==> src/include/wiring_params.svh <==
`ifndef WIRING_PARAMS_SVH
`define WIRING_PARAMS_SVH

// number of indicator lights per machine
`define MAX_WIRING_WIDTH 10

// button units in the chain, also the widest subset mask
`define MAX_BUTTON_WIRINGS 8

// input buffer entries, equal to the sender's starting credit
`define WIRING_FIFO_DEPTH 4

`endif

==> src/hdl/wiring_pkg.sv <==
`include "wiring_params.svh"

package wiring_pkg;

    typedef logic [`MAX_WIRING_WIDTH-1:0] wiring_t;
    typedef logic [`MAX_BUTTON_WIRINGS-1:0] button_mask_t;
    typedef logic [3:0] press_count_t; // up to 8 presses

    typedef struct packed {
        logic is_light; // light pattern beat
        logic last;     // final beat of a machine
        wiring_t data;
    } wiring_beat_t;

    typedef struct packed {
        logic found;
        press_count_t presses;
        button_mask_t buttons;
    } solve_result_t;

    typedef enum logic [2:0] {
        capture_light,
        capture_buttons,
        update_combinations,
        run_solver,
        report
    } solver_state_e;

endpackage

==> src/hdl/wiring_beat_fifo.sv <==
`timescale 1ns/100ps
`include "wiring_params.svh"

module wiring_beat_fifo (
    input  logic                     clk,
    input  logic                     arst_n,
    input  logic                     push_valid,
    input  wiring_pkg::wiring_beat_t push_beat,
    input  logic                     pop_ready,
    output logic                     pop_valid,
    output wiring_pkg::wiring_beat_t pop_beat,
    output logic                     credit_return
);

    localparam int depth = `WIRING_FIFO_DEPTH;
    localparam int ptr_w = $clog2(depth);

    wiring_pkg::wiring_beat_t mem [depth];

    logic [ptr_w-1:0] wr_ptr;
    logic [ptr_w-1:0] rd_ptr;
    logic [ptr_w:0]   count;
    logic             pop;

    // no full check, the sender never pushes without a credit
    assign pop       = pop_valid && pop_ready;
    assign pop_valid = (count != '0);
    assign pop_beat  = mem[rd_ptr];

    always_ff @(posedge clk) begin
        if (push_valid) begin
            mem[wr_ptr] <= push_beat;
        end
    end

    always_ff @(posedge clk or negedge arst_n) begin
        if (!arst_n) begin
            wr_ptr        <= '0;
            rd_ptr        <= '0;
            count         <= '0;
            credit_return <= 1'b0;
        end else begin
            credit_return <= pop; // one credit back per popped beat
            if (push_valid) begin
                wr_ptr <= (wr_ptr == ptr_w'(depth - 1)) ? '0 : wr_ptr + 1'b1;
            end
            if (pop) begin
                rd_ptr <= (rd_ptr == ptr_w'(depth - 1)) ? '0 : rd_ptr + 1'b1;
            end
            case ({push_valid, pop})
                2'b10:   count <= count + 1'b1;
                2'b01:   count <= count - 1'b1;
                default: count <= count;
            endcase
        end
    end

endmodule

==> config.mk <==
export PLATFORM = sky130hd
export DESIGN_NAME = wiring_beat_fifo
export DESIGN_NICKNAME = d
export VERILOG_FILES = /design/src/hdl/wiring_pkg.sv /design/src/hdl/wiring_beat_fifo.sv
export VERILOG_INCLUDE_DIRS = /design/src /design/src/include
export SDC_FILE = /design/constraint.sdc
export NUM_CORES = 1
export LEC_CHECK = 0
export ABC_AREA = 1
export ABC_CLOCK_PERIOD_IN_PS = 1770
export BUFFER_PORTS_ARGS = -buffer_cell sky130_fd_sc_hd__clkbuf_2
export CAP_MARGIN = 25
export CORE_ASPECT_RATIO = 1.1
export CORE_UTILIZATION = 50
export DETAILED_ROUTE_END_ITERATION = 7
export GPL_TIMING_DRIVEN = 0
export PLACE_DENSITY_LB_ADDON = 0.2
export SLEW_MARGIN = 20
export SYNTH_ARGS = -nofsm -noshare
export SYNTH_HDL_FRONTEND = slang
export SYNTH_SLANG_ARGS = --single-unit
==> constraint.sdc <==
create_clock -name clk -period 1.77 [get_ports clk]
set_input_delay 0.0885 -clock clk [delete_from_list [all_inputs] [get_ports clk]]
set_output_delay 0.0885 -clock clk [all_outputs]
set_load 0.005 [all_outputs]
# After elaboration in Yosys (flattened, before gate mapping)
# Memories as Yosys holds them, arrays and structs flattened.
# Cells that the tools add are included.
# Widths: inputs -> output; s select.
[totals]
word_cells = 21
ram_bits = 48
reg_bits = 8
out_inout_bits = 14
memories = 1
[memory_table]
columns = ["name", "depth", "word_bits", "rd", "rd_ports_with_merged_regs", "write_ports", "line_no", "text"]
rows = [
  ["mem", 4, 12, 1, 0, 1, "wiring_beat_fifo.sv:18", "wiring_pkg::wiring_beat_t mem [depth];"],
]
[classes]
n_eq_ne = 4
muxes = 5
addsub = 4
n_reduce_logical = 3
[ops]
columns = ["operator", "count"]
rows = [
  ["$eq 2x2->1 const B", 3],
  ["$pmux 3 s2", 1],
  ["$add 2x1->2 const B", 2],
  ["$mux 2", 2],
  ["$add 3x1->3 const B", 1],
  ["$reduce_bool 3->1", 1],
  ["$sub 3x1->3 const B", 1],
  ["$eq 2x1->1 const B", 1],
  ["$mux 1", 2],
  ["$reduce_bool 2->1", 1],
  ["$logic_and 1x1->1", 1],
]

# Depth between registers and ports, before layout
[logic_depth]
word_depth = 4
mapped_depth = 12

# Least setup slack after synthesis
# Ideal clock, no wire load.
[synth_timing]
kind = "register -> register"
from = "register count[0]"
to = "register count[1]"
t_arrival_ns = 1.549
setup_ns = 0.083
path_slack_ns = 0.138
stages_incl_launch_ff = 9
required_time_ns = 1.687
path_cell_list = "dfrtp_1 inv_1 nand3_1 nand2_1 inv_1 ha_1 inv_1 fa_1 o21ai_0"
[synth_via]
elab_chain_cells = 4
word_cells_on_any_way = 8
[synth_lines]
columns = ["item", "line_no", "text"]
rows = [
  ["start: declaration", "wiring_beat_fifo.sv:22", "logic [ptr_w:0] count;"],
  ["start signal: assignment", "wiring_beat_fifo.sv:51", "2'b10: count <= count + 1'b1;"],
  ["start signal: assignment", "wiring_beat_fifo.sv:52", "2'b01: count <= count - 1'b1;"],
  ["start signal: assignment", "wiring_beat_fifo.sv:53", "default: count <= count;"],
  ["$reduce_bool 3->1 (*)", "wiring_beat_fifo.sv:27", "assign pop_valid = (count != '0);"],
  ["net pop_valid", "wiring_beat_fifo.sv:10", "output logic pop_valid,"],
  ["$logic_and 1x1->1 (*)", "wiring_beat_fifo.sv:26", "assign pop = pop_valid && pop_ready;"],
  ["net pop", "wiring_beat_fifo.sv:23", "logic pop;"],
  ["$eq 2x1->1 or $eq 2x2->1 (tied branches)", "wiring_beat_fifo.sv:50", "case ({push_valid, pop})"],
  ["$pmux 3 s2 or $reduce_bool 2->1 (tied branches)", "n/a", ""],
]
# The timed path passes the listed nets; every way through them passes the cells marked *.
# A chain may end at the register's enable or synchronous reset.

# Worst setup path after layout
[layout_timing]
from = "register count[1]"
to = "register count[1]"
[layout_via]
elab_chain_cells = 4
word_cells_on_any_way = 8
[layout_lines]
columns = ["item", "line_no"]
rows = [
  ["$reduce_bool 3->1 (*)", "wiring_beat_fifo.sv:27"],
  ["$logic_and 1x1->1 (*)", "wiring_beat_fifo.sv:26"],
  ["net pop", "wiring_beat_fifo.sv:23"],
  ["$eq 2x1->1 or $eq 2x2->1 (tied branches)", "wiring_beat_fifo.sv:50"],
  ["$pmux 3 s2 or $reduce_bool 2->1 (tied branches)", "n/a"],
]
# Marked as above.

==> flow_metrics.env <==
export IMPL_ir_worst_vdd_mv=0.749
export IMPL_layout_nets=269
export IMPL_synth_top_area_frac=0.598
export IMPL_drtPass1Iterations=4
export IMPL_diodes=0
export IMPL_yosysSeqAreaShare=0.681
export IMPL_pre_cts_slack_ns=0.0161
export IMPL_max_freq_ghz=0.598
export IMPL_syn_mean_instance_area_sq_um=12.2
export IMPL_slew_violations=0
export IMPL_start_util=0.518
export IMPL_cts_buffer_depth=2
export IMPL_critPathSlowestCell="dfrtp_1"
export IMPL_h_tree_depth=2
export IMPL_syn_inst=198
export IMPL_crit_top_cell="inv_1"
export IMPL_portBuffers=28
export IMPL_worstPathMaxFanout=4
export IMPL_min_path_type="in -> reg"
export IMPL_post_route_min_period_ns=1.67
export IMPL_grt_pass1_wl_mm=6.49
export IMPL_clkTransAtPathRegs_ns=0.10
export IMPL_gr_total_overflow=0
export IMPL_die_area_sq_um=5100
export IMPL_maxCapViolCount=0
export IMPL_dp_hpwl_mm=2.75
export IMPL_cp_num_buf_inv=3
export IMPL_p_switching_mw=1.44
export IMPL_cts_buffers=5
export IMPL_crit_required_ns=2.01
export IMPL_io_pins=30
export IMPL_drc=0
export IMPL_num_vias=1510
export IMPL_cts_sinks=56
export IMPL_area_growth_pct=17.9
export IMPL_wl_mm=4.36
export IMPL_core_area_sq_um=4650
export IMPL_viasPerCell=4.98
export IMPL_path_cells="inv_1, nand3_2, nand2_2, inv_2, ha_1, inv_1, fa_1, o21ai_0"
export IMPL_combPwrFrac=0.390
export IMPL_p_int_mw=2.68
export IMPL_antenna_found_initial=0
export IMPL_die_h_microns=74.8
export IMPL_endpoint_kind="register"
export IMPL_grt_max_degree=18
export IMPL_start_kind="register"
export IMPL_syn_nets=221
export IMPL_slew_headroom=0.613
export IMPL_synth_distinct_cells=18
export IMPL_seqPwrFrac=0.443
export IMPL_layout_drive_gt1_share=0.211
export IMPL_ys_warn_count=0
export IMPL_clock_root_buffer="clkbuf_8"
export IMPL_period_share=0.945
export IMPL_final_cell_mix="nand2_1, edfxtp_1, inv_1, clkbuf_2, o211ai_1"
export IMPL_rows=26
export IMPL_layout_commonest_cell="nand2_1"
export IMPL_status="finished clean"
export IMPL_ant_nets=0
export IMPL_yosys_area_top_type="edfxtp_1"
export IMPL_gp_congestion=0.799
export IMPL_worst_pin_slew_ns=0.580
export IMPL_layout_setup_ws_ns=0.0975
export IMPL_cts_tree="yes"
export IMPL_ys_seq_elements=56
export IMPL_insertion_delay_ns=0.30
export IMPL_p_leak_nw=1.24
export IMPL_clock_power_share=0.166
export IMPL_slowest_delay_ns=0.40
export IMPL_grt_usage=0.186
export IMPL_cellPowerDensity_nw_per_um2=1450
export IMPL_postLayoutCoreUtil=0.611
export IMPL_arrival_ns=1.91
export IMPL_crit_family="adder cells"
export IMPL_switching_share=0.350
export IMPL_clock_skew_ns=0.00391
export IMPL_die_w_microns=68.2
export IMPL_syn_area_sq_um=2410
export IMPL_synth_area_leaders="edfxtp_1, dfrtp_1, nand2_1"
export IMPL_post_drt_wl_per_cell_microns=14.4
export IMPL_crit_type="reg -> reg"
export IMPL_setup_viol=0
export IMPL_grt_pass1_vias=1365
export IMPL_setup_tns_ns=0
export IMPL_hold_violations=0
export IMPL_drtIter0Drc=89
state kept, by name, summed over array words and instances (netlist names):
signal         count
mem               48
rd_ptr             2
count              3
wr_ptr             2
credit_return      1
layer usage:
metal	global-route usage	up-vias	wire, microns	part of all wire
met1	0.224	720	1960	0.45
met2	0.315	27	2200	0.50
met4	0.0694	0	61	0.014
met3	0.0545	7	138	0.032
li1	-	756	-	-
met5	0	-	0	0
cell usage after synthesis, drive strengths merged:
cell and count:
fa 1, o21ai 3, edfxtp 48, nor2 2
nand2 52, xnor2 1, dfrtp 8, buf 8
inv 39, ha 6, o211ai 24, clkbuf 1
nand3 4, nand4 1
power groups by stage:
stage / Sequential, mW / Combinational [mW] / Clock [mW]
finish: 1.83 / 1.61 / 0.686
global route: 1.85 / 1.83 / 0.749
CTS: 1.83 / 1.59 / 0.702
detailed placement: 1.86 / 1.57 / 0
global placement: 1.85 / 1.54 / 0
floorplan: 1.83 / 1.04 / 0
path summary, 6_finish.rpt:
| path | start | slack [ns] | depth (start not counted) | endpoint |
|---|---|---|---|---|
| setup / recovery | count[1]$_DFFE_PN0P_ | 0.1 | 8 | count[1]$_DFFE_PN0P_ |
| hold / removal | push_beat[2] | 0.01 | 1 | mem[3][2]$_DFFE_PP_ |
| setup reg to reg | count[1]$_DFFE_PN0P_ | 0.1 | 8 | count[1]$_DFFE_PN0P_ |
| hold reg to reg | count[2]$_DFFE_PN0P_ | 0.48 | 2 | count[2]$_DFFE_PN0P_ |
| max in group asynchronous | arst_n | 1.45 | 2 | rd_ptr[0]$_DFFE_PN0P_ |
| min in group asynchronous | arst_n | 0.15 | 2 | count[1]$_DFFE_PN0P_ |
through the flow:
stage	total power, mW	instances	hold slack, ns	instance area (sq um)
after floorplan	2.87	198	-0.207	2410
after global placement	3.39	282	-0.0514	2620
after detailed placement	3.43	282	-0.0520	2620
after CTS	4.12	299	0.0000855	2800
after global routing	4.43	303	0.00326	2840
final	4.12	303	0.0119	2840
layout make-up:
| cell class | count | area [sq um] |
|---|---|---|
| clock buffers | 6 | 72.6 |
| flip-flops and latches | 56 | 1640 |
| repair buffers | 41 | 265 |
| well taps | 56 | 70.1 |
| multi-input cells | 94 | 543 |
| inverters | 39 | 146 |
| fillers | 382 | 1810 |
| plain buffers | 9 | 86.3 |
| clock inverters | 2 | 16.3 |
cells by family after synthesis:
kind of cell / Yosys count / share of synthesized area
AND/OR/NAND/NOR: 59 / 0.0961
AO/OA/AOI/OAI: 27 / 0.0831
adder cells (fa/ha/maj): 7 / 0.0395
flip-flops: 56 / 0.681
buffers and inverters: 48 / 0.0966
XOR/XNOR: 1 / 0.00364
repair_timing:
item                                    4_1_cts  5_1_grt
hold buffers                                  9        2
setup buffers                                 0        2
endpoints found under the setup margin        0        2
gates resized for setup                       0        4
endpoints found under the hold margin        40        8
Note: power is estimated with default switching activity, not from simulation.
